<file path="src/logic/lsu_pkg.sv">
`default_nettype none

package lsu_pkg;

  // Sizing
  localparam int LSU_PIPE_NUM = 2;
  localparam int LANE_W       = 1;
  localparam int XLEN_W       = 32;
  localparam int VADDR_W      = 16;
  localparam int PADDR_W      = 12;
  localparam int PAGE_OFS_W   = 8;
  localparam int VPN_W        = 8;
  localparam int PPN_W        = 4;
  localparam int TLB_IDX_W    = 3;
  localparam int TLB_TAG_W    = VPN_W - TLB_IDX_W;
  localparam int DMEM_WORDS   = 256;
  localparam int DMEM_AW      = $clog2(DMEM_WORDS);
  localparam int RNID_W       = 5;
  localparam int SEQ_W        = 6;
  localparam int CNT_W        = 8;
  localparam int HAZ_KIND_NUM = 3;

  typedef enum logic [1:0] {OP_LW, OP_LBU, OP_SW, OP_SB} mem_op_t;

  typedef enum logic [1:0] {HAZ_NONE, HAZ_TLB_MISS, HAZ_MISALIGN, HAZ_RANGE} hazard_t;

  // Operands arrive already read
  typedef struct packed {
    logic              valid;
    mem_op_t           op;
    logic [SEQ_W-1:0]  seq;
    logic [RNID_W-1:0] rd_rnid;
    logic [XLEN_W-1:0] base;
    logic [11:0]       imm12;
    logic [XLEN_W-1:0] st_data;
  } issue_t;

  typedef struct packed {
    logic             valid;
    logic [VPN_W-1:0] vpn;
    logic [PPN_W-1:0] ppn;
  } tlb_wr_t;

  typedef struct packed {
    logic             valid;
    logic [VPN_W-1:0] vpn;
  } tlb_req_t;

  typedef struct packed {
    logic             hit;
    logic [PPN_W-1:0] ppn;
  } tlb_resp_t;

  typedef struct packed {
    logic               valid;
    logic               we;
    logic [DMEM_AW-1:0] word_addr;
    logic [3:0]         be;
    logic [XLEN_W-1:0]  wdata;
  } mem_req_t;

  typedef struct packed {
    logic              valid;
    logic [RNID_W-1:0] rd_rnid;
    logic [XLEN_W-1:0] rd_data;
  } phy_wr_t;

  typedef struct packed {
    logic               valid;
    logic [SEQ_W-1:0]   seq;
    logic [LANE_W-1:0]  lane;
    hazard_t            hazard;
    logic [VADDR_W-1:0] vaddr;
  } cmpl_t;

endpackage

`default_nettype wire

</file>
<file path="src/logic/lsu_pipe.sv">
`timescale 1ns/1ps
`default_nettype none

module lsu_pipe #(
  parameter int LANE_IDX = 0
) (
  input  logic                          i_clk,
  input  logic                          i_reset_n,
  input  lsu_pkg::issue_t               i_issue,
  output lsu_pkg::tlb_req_t             o_tlb_req,
  input  lsu_pkg::tlb_resp_t            i_tlb_resp,
  output lsu_pkg::mem_req_t             o_mem_req,
  input  logic [lsu_pkg::XLEN_W-1:0]    i_mem_rdata,
  output lsu_pkg::phy_wr_t              o_wr,
  output lsu_pkg::cmpl_t                o_cmpl
);

  import lsu_pkg::*;

  issue_t             r_ex1_issue;
  logic [VADDR_W-1:0] w_ex1_vaddr;
  logic [PADDR_W-1:0] w_ex1_paddr;
  logic               w_ex1_is_word;
  logic               w_ex1_is_store;
  hazard_t            w_ex1_haz;

  issue_t             r_ex2_issue;
  hazard_t            r_ex2_haz;
  logic [VADDR_W-1:0] r_ex2_vaddr;
  logic [1:0]         w_ex2_byte_ofs;
  logic [XLEN_W-1:0]  w_ex2_aligned;

  issue_t             r_ex3_issue;
  hazard_t            r_ex3_haz;
  logic [VADDR_W-1:0] r_ex3_vaddr;
  logic [XLEN_W-1:0]  r_ex3_data;

  always_ff @(posedge i_clk, negedge i_reset_n) begin
    if (!i_reset_n) begin
      r_ex1_issue <= '0;
      r_ex2_issue <= '0;
      r_ex3_issue <= '0;
    end else begin
      r_ex1_issue <= i_issue;
      r_ex2_issue <= r_ex1_issue;
      r_ex3_issue <= r_ex2_issue;
    end
  end

  // EX1 address generation and translation
  assign w_ex1_vaddr = r_ex1_issue.base[VADDR_W-1:0] +
                       {{(VADDR_W-12){r_ex1_issue.imm12[11]}}, r_ex1_issue.imm12};

  assign o_tlb_req.valid = r_ex1_issue.valid;
  assign o_tlb_req.vpn   = w_ex1_vaddr[VADDR_W-1:PAGE_OFS_W];

  assign w_ex1_paddr    = {i_tlb_resp.ppn, w_ex1_vaddr[PAGE_OFS_W-1:0]};
  assign w_ex1_is_word  = (r_ex1_issue.op == OP_LW) || (r_ex1_issue.op == OP_SW);
  assign w_ex1_is_store = (r_ex1_issue.op == OP_SW) || (r_ex1_issue.op == OP_SB);

  // Miss beats misalign beats range
  always_comb begin
    if (!i_tlb_resp.hit) begin
      w_ex1_haz = HAZ_TLB_MISS;
    end else if (w_ex1_is_word && (w_ex1_vaddr[1:0] != 2'b00)) begin
      w_ex1_haz = HAZ_MISALIGN;
    end else if (w_ex1_paddr[PADDR_W-1:DMEM_AW+2] != '0) begin
      w_ex1_haz = HAZ_RANGE;
    end else begin
      w_ex1_haz = HAZ_NONE;
    end
  end

  assign o_mem_req.valid     = r_ex1_issue.valid & (w_ex1_haz == HAZ_NONE);
  assign o_mem_req.we        = w_ex1_is_store;
  assign o_mem_req.word_addr = w_ex1_paddr[DMEM_AW+1:2];
  assign o_mem_req.be        = w_ex1_is_word ? 4'b1111 : (4'b0001 << w_ex1_vaddr[1:0]);
  assign o_mem_req.wdata     = w_ex1_is_word ? r_ex1_issue.st_data :
                               {(XLEN_W/8){r_ex1_issue.st_data[7:0]}};

  // EX2 load alignment
  assign w_ex2_byte_ofs = r_ex2_vaddr[1:0];
  assign w_ex2_aligned  = (r_ex2_issue.op == OP_LBU) ?
                          {{(XLEN_W-8){1'b0}}, i_mem_rdata[w_ex2_byte_ofs*8 +: 8]} :
                          i_mem_rdata;

  always_ff @(posedge i_clk) begin
    r_ex2_haz   <= w_ex1_haz;
    r_ex2_vaddr <= w_ex1_vaddr;
    r_ex3_haz   <= r_ex2_haz;
    r_ex3_vaddr <= r_ex2_vaddr;
    r_ex3_data  <= w_ex2_aligned;
  end

  // EX3 report
  assign o_wr.valid   = r_ex3_issue.valid & (r_ex3_haz == HAZ_NONE) &
                        ((r_ex3_issue.op == OP_LW) || (r_ex3_issue.op == OP_LBU));
  assign o_wr.rd_rnid = r_ex3_issue.rd_rnid;
  assign o_wr.rd_data = r_ex3_data;

  assign o_cmpl.valid  = r_ex3_issue.valid;
  assign o_cmpl.seq    = r_ex3_issue.seq;
  assign o_cmpl.lane   = LANE_W'(LANE_IDX);
  assign o_cmpl.hazard = r_ex3_haz;
  assign o_cmpl.vaddr  = r_ex3_vaddr;

endmodule

`default_nettype wire

</file>
<file path="config.mk">
export PLATFORM = sky130hd
export DESIGN_NAME = lsu_pipe
export DESIGN_NICKNAME = d
export VERILOG_FILES = /design/src/logic/lsu_pkg.sv /design/src/logic/lsu_pipe.sv
export SDC_FILE = /design/constraint.sdc
export NUM_CORES = 1
export LEC_CHECK = 0
export BUFFER_PORTS_ARGS = -buffer_cell sky130_fd_sc_hd__buf_2
export CORE_UTILIZATION = 50
export CTS_CLUSTER_SIZE = 20
export DETAILED_ROUTE_END_ITERATION = 8
export GPL_TIMING_DRIVEN = 0
export PLACE_DENSITY = 0.92
export SYNTH_ARGS = -nofsm -noshare
export SYNTH_HDL_FRONTEND = slang
export SYNTH_SLANG_ARGS = --single-unit
</file>
<file path="constraint.sdc">
create_clock -name i_clk -period 4.65 [get_ports i_clk]
set_input_delay 0 -clock i_clk [delete_from_list [all_inputs] [get_ports i_clk]]
set_output_delay 0 -clock i_clk [all_outputs]
set_load 0.01 [all_outputs]
</file>
==> impl_metrics.env, run 1 <==
export IMPL_cts_tree="done"
export IMPL_synth_compound_area_share=0.101
export IMPL_worst_pin_slew_ps=636
export IMPL_grt_pass1_vias=5301
export IMPL_setup_viol=0
export IMPL_cts_sinks=169
export IMPL_die_area_sq_um=12000
export IMPL_grt_max_degree=56
export IMPL_slew_headroom=0.576
export IMPL_vias_per_cell=5.06
export IMPL_cts_htree_levels=4
export IMPL_cp_required_ps=4650
export IMPL_hpwl_microns=9670
export IMPL_hold_slack_ps=169
export IMPL_io_buffers=228
export IMPL_finalWirelength_microns=17000
export IMPL_rows=38
export IMPL_grtUsageTotal=0.296
export IMPL_status="completed"
export IMPL_initial_core_util=0.523
export IMPL_clock_skew_ps=10.8
export IMPL_wl_per_cell_microns=17.5
export IMPL_synth_top_area_frac=0.438
export IMPL_cts_resized=0
export IMPL_rsz0062_at_grt="no"
export IMPL_drtIter0Drc=321
export IMPL_ys_async_sr_fraction=0.598
export IMPL_fin_crit_sh=0.631
export IMPL_post_cts_buffers=0
export IMPL_fmax_mhz=341
export IMPL_finalHoldViolCount=0
export IMPL_via_count=4923
export IMPL_cts_inserted_buffers=17
export IMPL_overflow=0
export IMPL_tns_ps=0
export IMPL_synth_simple_area_share=0.0722
export IMPL_drc=0
export IMPL_worstSkewPairLatency_ps=420
export IMPL_finalInstanceArea_sq_um=8830
export IMPL_layout_drive_gt1_share=0.378
export IMPL_irDropWorstVdd_mv=0.335
export IMPL_synth_edff_count=0
export IMPL_root_buffer="clkbuf_16"
export IMPL_setup_worst_path_end_class="primary output"
export IMPL_synth_top_family_by_area="compound AO/OA/AOI/OAI gates"
export IMPL_ant_nets=0
export IMPL_drv_cap=0
export IMPL_syn_cell_area_sq_um=5770
export IMPL_dr_pass1_iters=5
export IMPL_arrival_ps=2930
export IMPL_cts_hold_fix_buffers=111
export IMPL_avgSynthCellArea_sq_um=12.6
export IMPL_p_per_area_nw_per_um2=413
export IMPL_grt_pass1_wl_microns=25700
export IMPL_synthAdderAreaFrac=0.0360
export IMPL_hp_class="in -> async"
export IMPL_slew_viol_final=0
export IMPL_critical_path_class="reg -> out"
export IMPL_synth_xor_area_frac=0.0197
export IMPL_start_kind="register"
export IMPL_final_cell_mix="buf_2 (228), dlygate4sd3_1 (111), dfrtp_1 (101), dfxtp_1 (68), buf_4 (40)"
export IMPL_syn2layout_area_growth_pct=52.9
export IMPL_nets=962
export IMPL_yosysWarningCount=0
export IMPL_layout_commonest_cell="buf_2"
export IMPL_period_needed_ps=2930
export IMPL_die_x_microns=109
export IMPL_die_h_microns=109
export IMPL_total_leakage_power_nw=4.35
export IMPL_place_area_sq_um=7120
export IMPL_syn_inst=458
export IMPL_antenna_found_initial=1
export IMPL_gp_congestion=0.849
export IMPL_critPathMaxFanout=3
export IMPL_synth_top_cell_by_area="dfrtp_1"
export IMPL_synth_area_leaders="dfrtp_1 (44%), dfxtp_1 (24%), buf_4 (5.1%)"
export IMPL_p_total_mw=3.65
export IMPL_seq_area_frac_synth=0.673
export IMPL_coreArea_sq_um=11000
export IMPL_cts_clk_slew_worst_paths_ps=60
export IMPL_syn_nets=603
export IMPL_ys_ff_latch=169
export IMPL_yosysUniqueCellTypes=49
export IMPL_muxShareOfSynthArea=0.0171
export IMPL_ctsLongestPathBuffers=2
export IMPL_ys_flop_type="dfrtp_1"
export IMPL_ios=248
-- layout make-up --
cell class | count | area (sq um)
Antenna cell | 2 | 5.00
Buffer | 55 | 362
Clock buffer | 17 | 425
Clock inverter | 15 | 168
Fill cell | 577 | 2200
Inverter | 26 | 97.6
Multi-Input combinational cell | 208 | 1430
Sequential cell | 169 | 3890
Tap cell | 140 | 175
Timing Repair Buffer | 340 | 2280
-- power breakdown --
part / leakage (nW) / total [mW] / internal (mW) / switching [mW]
registers: 1.75 / 1.63 / 1.59 / 0.0438
logic: 2.31 / 0.614 / 0.303 / 0.311
clock network: 0.288 / 1.40 / 0.802 / 0.597
total: 4.35 / 3.65 / 2.70 / 0.952
-- synth_stat cells (all sizes together), types with 2 or more instances --
cell / instances
inv: 26
a22oi: 8
nand3: 4
dfrtp: 101
o21ai: 42
nand2: 16
xor2: 6
a31oi: 9
mux2: 7
and2: 28
nor2b: 8
a21oi: 11
xnor2: 7
a21o: 7
buf: 42
dfxtp: 68
o21a: 3
nor3: 6
nor2: 12
clkbuf: 13
ha: 15
mux2i: 2
-- critical path, stage by stage (launching register included) --
cell	delay [ps]
dfrtp_1	360
ha_1	260
fa_1	420
a21o_1	230
a31o_1	240
a21oi_1	360
o21ai_1	140
xor2_1	240
buf_4	150
buf_2	120
-- registers in the layout, indices dropped and copies added, names as in the netlist --
name and cells:
o_wr 5, o_cmpl 7, r_ex2_haz 2, r_ex3_issue 1, r_ex3_haz 2, o_tlb_req 1
r_ex1_issue 73, r_ex2_vaddr 16, r_ex3_vaddr 16, r_ex2_issue 14, r_ex3_data 32
-- kinds of logic after synthesis --
group	count (synthesis)
other	1
adder cells (fa/ha/maj)	16
buffers and inverters	81
flip-flops	169
XOR/XNOR	13
AO/OA/AOI/OAI	91
AND/OR/NAND/NOR	78
multiplexers	9
-- through the flow --
stage / util / setup slack, ps / instances
3_5_place_dp: 0.646 / 2200 / 827
5_1_grt: 0.800 / 1620 / 971
3_3_place_gp: 0.643 / 2310 / 826
2_1_floorplan: - / 2660 / 458
4_1_cts: 0.800 / 1740 / 970
6_report: 0.800 / 1720 / 972
-- layer usage --
metal	global-route usage	vias to the layer above	share of wire
li1	-	2200	-
met1	0.296	2337	0.35
met2	0.529	304	0.53
met3	0.0830	82	0.067
met4	0.206	0	0.052
met5	0	-	0
-- worst paths after layout --
path,startpoint,end,slack (ps),depth (start not counted)
worst min-delay path,i_reset_n,r_ex1_issue[49]$_DFF_PN0_,170,2
worst min register to register,r_ex2_vaddr[5]$_DFF_P_,r_ex3_vaddr[5]$_DFF_P_,330,0
worst max register to register,r_ex1_issue[32]$_DFF_PN0_,r_ex2_haz[0]$_DFF_P_,2260,6
min in group i_clk,i_tlb_resp[0],o_mem_req[42],190,2
max in group asynchronous,i_reset_n,o_tlb_req[8]$_DFF_PN0_,3780,3
worst max-delay path,r_ex1_issue[32]$_DFF_PN0_,o_tlb_req[6],1720,9
(Power assumes the default switching activity.)
==> run 2: changes to the inputs <==
--- a/config.mk
+++ b/config.mk
@@ -5,12 +5,13 @@
 export SDC_FILE = /design/constraint.sdc
 export NUM_CORES = 1
 export LEC_CHECK = 0
+export ABC_AREA = 1
 export BUFFER_PORTS_ARGS = -buffer_cell sky130_fd_sc_hd__buf_2
-export CORE_UTILIZATION = 50
+export CORE_UTILIZATION = 47
 export CTS_CLUSTER_SIZE = 20
 export DETAILED_ROUTE_END_ITERATION = 8
 export GPL_TIMING_DRIVEN = 0
-export PLACE_DENSITY = 0.92
+export PLACE_DENSITY = 0.88
 export SYNTH_ARGS = -nofsm -noshare
 export SYNTH_HDL_FRONTEND = slang
 export SYNTH_SLANG_ARGS = --single-unit
==> constraint.sdc (replaced) <==
create_clock -name i_clk -period 2.85 [get_ports i_clk]
set_input_delay 0 -clock i_clk [delete_from_list [all_inputs] [get_ports i_clk]]
set_output_delay 0 -clock i_clk [all_outputs]
set_load 0.01 [all_outputs]
==> run 2 against run 1 <==
  * Setup slack got worse by 1300 ps
  * Sequential share of layout area fell by 1.1 points
  * Die area rose by 8.3%
  * Global-route usage fell by 1.9 points
  * Combinational power rose by 58%
  * Worst hold slack got worse by 86 ps
  * Utilization fell by 5.3 points
  * Cell count rose by 15%
  * Critical path depth fell by 2
  * Synthesized area rose by 2.0%
  * Clock-buffer cell count did not move
  * First-iteration DRC count rose by 12%
==> impl_metrics.env, run 2 <==
export IMPL_die_h_microns=114
export IMPL_vias_per_cell=4.59
export IMPL_drtIter0Drc=360
export IMPL_wl_per_cell_microns=15.5
export IMPL_p_total_mw=5.92
export IMPL_layout_commonest_cell="buf_2"
export IMPL_layout_drive_gt1_share=0.351
export IMPL_reg2reg_to="r_ex2_haz[0]$_DFF_P_"
export IMPL_wl_met3_microns=1220
export IMPL_seq_area_frac_synth=0.660
export IMPL_hpwl_microns=10100
export IMPL_ios=248
export IMPL_r2r_start="r_ex1_issue[32]$_DFF_PN0_"
export IMPL_antenna_diode_count=0
export IMPL_crit_start="r_ex1_issue[32]$_DFF_PN0_"
export IMPL_arrival_ps=2470
export IMPL_finalWorstSetupSlack_ps=376
export IMPL_fmax_mhz=404
export IMPL_fin_crit_sh=0.868
export IMPL_rsz0062_at_grt="no"
export IMPL_cp_required_ps=2850
export IMPL_overflow=0
export IMPL_ys_ff_latch=169
export IMPL_tns_ps=0
export IMPL_cts_htree_levels=4
export IMPL_yosysUniqueCellTypes=30
export IMPL_p_int_mw=4.25
export IMPL_ctsLongestPathBuffers=2
export IMPL_die_x_microns=114
export IMPL_cts_clk_slew_worst_paths_ps=80
export IMPL_grt_pass1_vias=5339
export IMPL_ant_nets=0
export IMPL_grtUsageTotal=0.276
export IMPL_switching_power_mw=1.67
export IMPL_io_buffers=228
export IMPL_p_seq_frac=0.447
export IMPL_clkPwrFrac=0.389
export IMPL_hp_class="in -> async"
export IMPL_routed_top_layer="met4"
export IMPL_syn_inst=568
export IMPL_p_per_area_nw_per_um2=654
export IMPL_nets=1078
export IMPL_wl_met2_microns=8980
export IMPL_cp_endpoint="o_mem_req[45]"
export IMPL_finalHoldViolCount=0
export IMPL_setup_worst_path_end_class="primary output"
export IMPL_pre_cts_ws_ps=855
export IMPL_ys_flop_type="dfrtp_1"
export IMPL_synth_most_common_cell="nand2_1"
export IMPL_via_count=5108
export IMPL_period_needed_ps=2470
export IMPL_synth_top_area_frac=0.429
export IMPL_largestRegisters="r_ex1_issue x73, r_ex3_data x32"
export IMPL_syn2layout_area_growth_pct=53.7
export IMPL_critical_path_class="reg -> out"
export IMPL_ys_async_sr_fraction=0.598
export IMPL_status="completed"
export IMPL_grt_pass1_wl_microns=26600
export IMPL_worstSkewPairLatency_ps=420
export IMPL_synth_top_cell_by_area="dfrtp_1"
export IMPL_largest_register_ffs=73
export IMPL_wl_met1_microns=6470
export IMPL_antenna_found_initial=0
export IMPL_syn_cell_area_sq_um=5890
export IMPL_cts_sinks=169
export IMPL_drv_cap=0
export IMPL_gp_congestion=0.846
export IMPL_post_cts_buffers=0
export IMPL_slew_viol_final=0
export IMPL_reg2reg_slack_ps=500
export IMPL_clock_skew_ps=15.4
export IMPL_combPwrFrac=0.164
export IMPL_syn_nets=713
export IMPL_cts_tree="done"
export IMPL_setup_viol=0
export IMPL_synthTopCellsByCount="nand2_1 (129), dfrtp_1 (101), inv_1 (71)"
export IMPL_critPathMaxFanout=5
export IMPL_die_area_sq_um=13000
export IMPL_drc=0
export IMPL_final_cell_mix="buf_2 (235), nand2_1 (129), dlygate4sd3_1 (117), dfrtp_1 (101), inv_1 (71)"
export IMPL_cts_inserted_buffers=17
export IMPL_worst_r2r_cell_count=6
export IMPL_cts_resized=0
export IMPL_synth_area_leaders="dfrtp_1 (43%), dfxtp_1 (23%), nand2_1 (8.2%)"
export IMPL_regMostFlops="r_ex1_issue"
export IMPL_grt_max_degree=68
export IMPL_start_kind="register"
export IMPL_synth_edff_count=0
export IMPL_avgSynthCellArea_sq_um=10.4
export IMPL_finalWirelength_microns=17200
export IMPL_rows=40
export IMPL_dr_pass1_iters=5
export IMPL_yosysWarningCount=0
export IMPL_irDropWorstVdd_mv=0.426
export IMPL_root_buffer="clkbuf_16"
export IMPL_coreArea_sq_um=12100
export IMPL_total_leakage_power_nw=4.83
export IMPL_switching_share=0.282
export IMPL_initial_core_util=0.486
-- run 2: cell count changes after synthesis, sizes merged, moves of 7 or more --
| cell | before | now |
|---|---|---|
| a21o | 7 | 0 |
| a21oi | 11 | 18 |
| a22oi | 8 | 0 |
| a31oi | 9 | 0 |
| and2 | 28 | 0 |
| clkbuf | 13 | 1 |
| inv | 26 | 77 |
| mux2 | 7 | 0 |
| nand2 | 16 | 138 |
| nor2 | 12 | 44 |
| nor2b | 8 | 0 |
| o21ai | 42 | 30 |
-- run 2: stage by stage --
| step | instances | util | hold WS (ps) | cell area, sq um |
|---|---|---|---|---|
| finish | 1114 | 0.748 | 83.0 | 9050 |
| global route | 1114 | 0.748 | 124 | 9050 |
| CTS | 1114 | 0.748 | 83.5 | 9050 |
| detailed placement | 965 | 0.600 | -25.2 | 7270 |
| global placement | 964 | 0.598 | 108 | 7240 |
| floorplan | 568 | - | -296 | 5890 |
-- run 2: area by class of cell --
class | count | area [sq um]
Inverter | 77 | 289
Timing Repair Buffer | 346 | 2340
Clock buffer | 17 | 425
Multi-Input combinational cell | 273 | 1360
Buffer | 49 | 348
Sequential cell | 169 | 3890
Tap cell | 168 | 210
Fill cell | 782 | 3060
Clock inverter | 15 | 188
-- run 2: repair_timing --
| action | 4_1_cts | 5_1_grt |
|---|---|---|
| setup endpoints to repair | 0 | 0 |
| hold buffers | 117 | 0 |
| endpoints found under the hold margin | 209 | 0 |
-- run 2: kinds of logic (layout without fill, tap and decap cells) --
logic type | Yosys count | after routing | share of synthesized area
compound gates | 49 | 49 | 0.0453
xor+xnor | 8 | 8 | 0.0119
fa+ha+maj | 16 | 16 | 0.0353
buf+inv | 126 | 504 | 0.108
flops | 169 | 169 | 0.660
other cells | 1 | 1 | 0.000637
simple gates | 199 | 199 | 0.139
-- run 2: how the worst min path moves through the flow --
stage | start | endpoint | slack [ps] | cells after the start
final | i_reset_n | r_ex1_issue[43]$_DFF_PN0_ | 80 | 2
after global routing | i_reset_n | r_ex1_issue[43]$_DFF_PN0_ | 120 | 2
after CTS | i_reset_n | r_ex1_issue[57]$_DFF_PN0_ | 80 | 2
after detailed placement | i_reset_n | r_ex1_issue[57]$_DFF_PN0_ | -30 | 1
after global placement | i_issue[19] | r_ex1_issue[19]$_DFF_PN0_ | 110 | 1
after floorplan | i_reset_n | o_cmpl[19]$_DFF_PN0_ | -300 | 0
-- run 2: layer usage --
metal / vias up / global-route usage
met1: 2386 / 0.302
li1: 2423 / -
met4: 0 / 0.113
met5: - / 0
met3: 44 / 0.0744
met2: 255 / 0.505
-- run 2: critical path, cell delays in order, from the launching register on --
cell and delay [ps]:
dfrtp_1 380, ha_1 230, fa_1 660, o21ai_1 160, o21ai_1 120, nand2_1 100
nor3b_1 220, buf_2 170
-- run 2: power groups by stage --
stage / Clock, mW / Sequential [mW] / Combinational, mW
6_report: 2.30 / 2.65 / 0.969
5_1_grt: 2.44 / 2.66 / 1.05
4_1_cts: 2.32 / 2.64 / 0.942
3_5_place_dp: 0 / 2.69 / 0.808
3_3_place_gp: 0 / 2.68 / 0.784
2_1_floorplan: 0 / 2.72 / 0.408
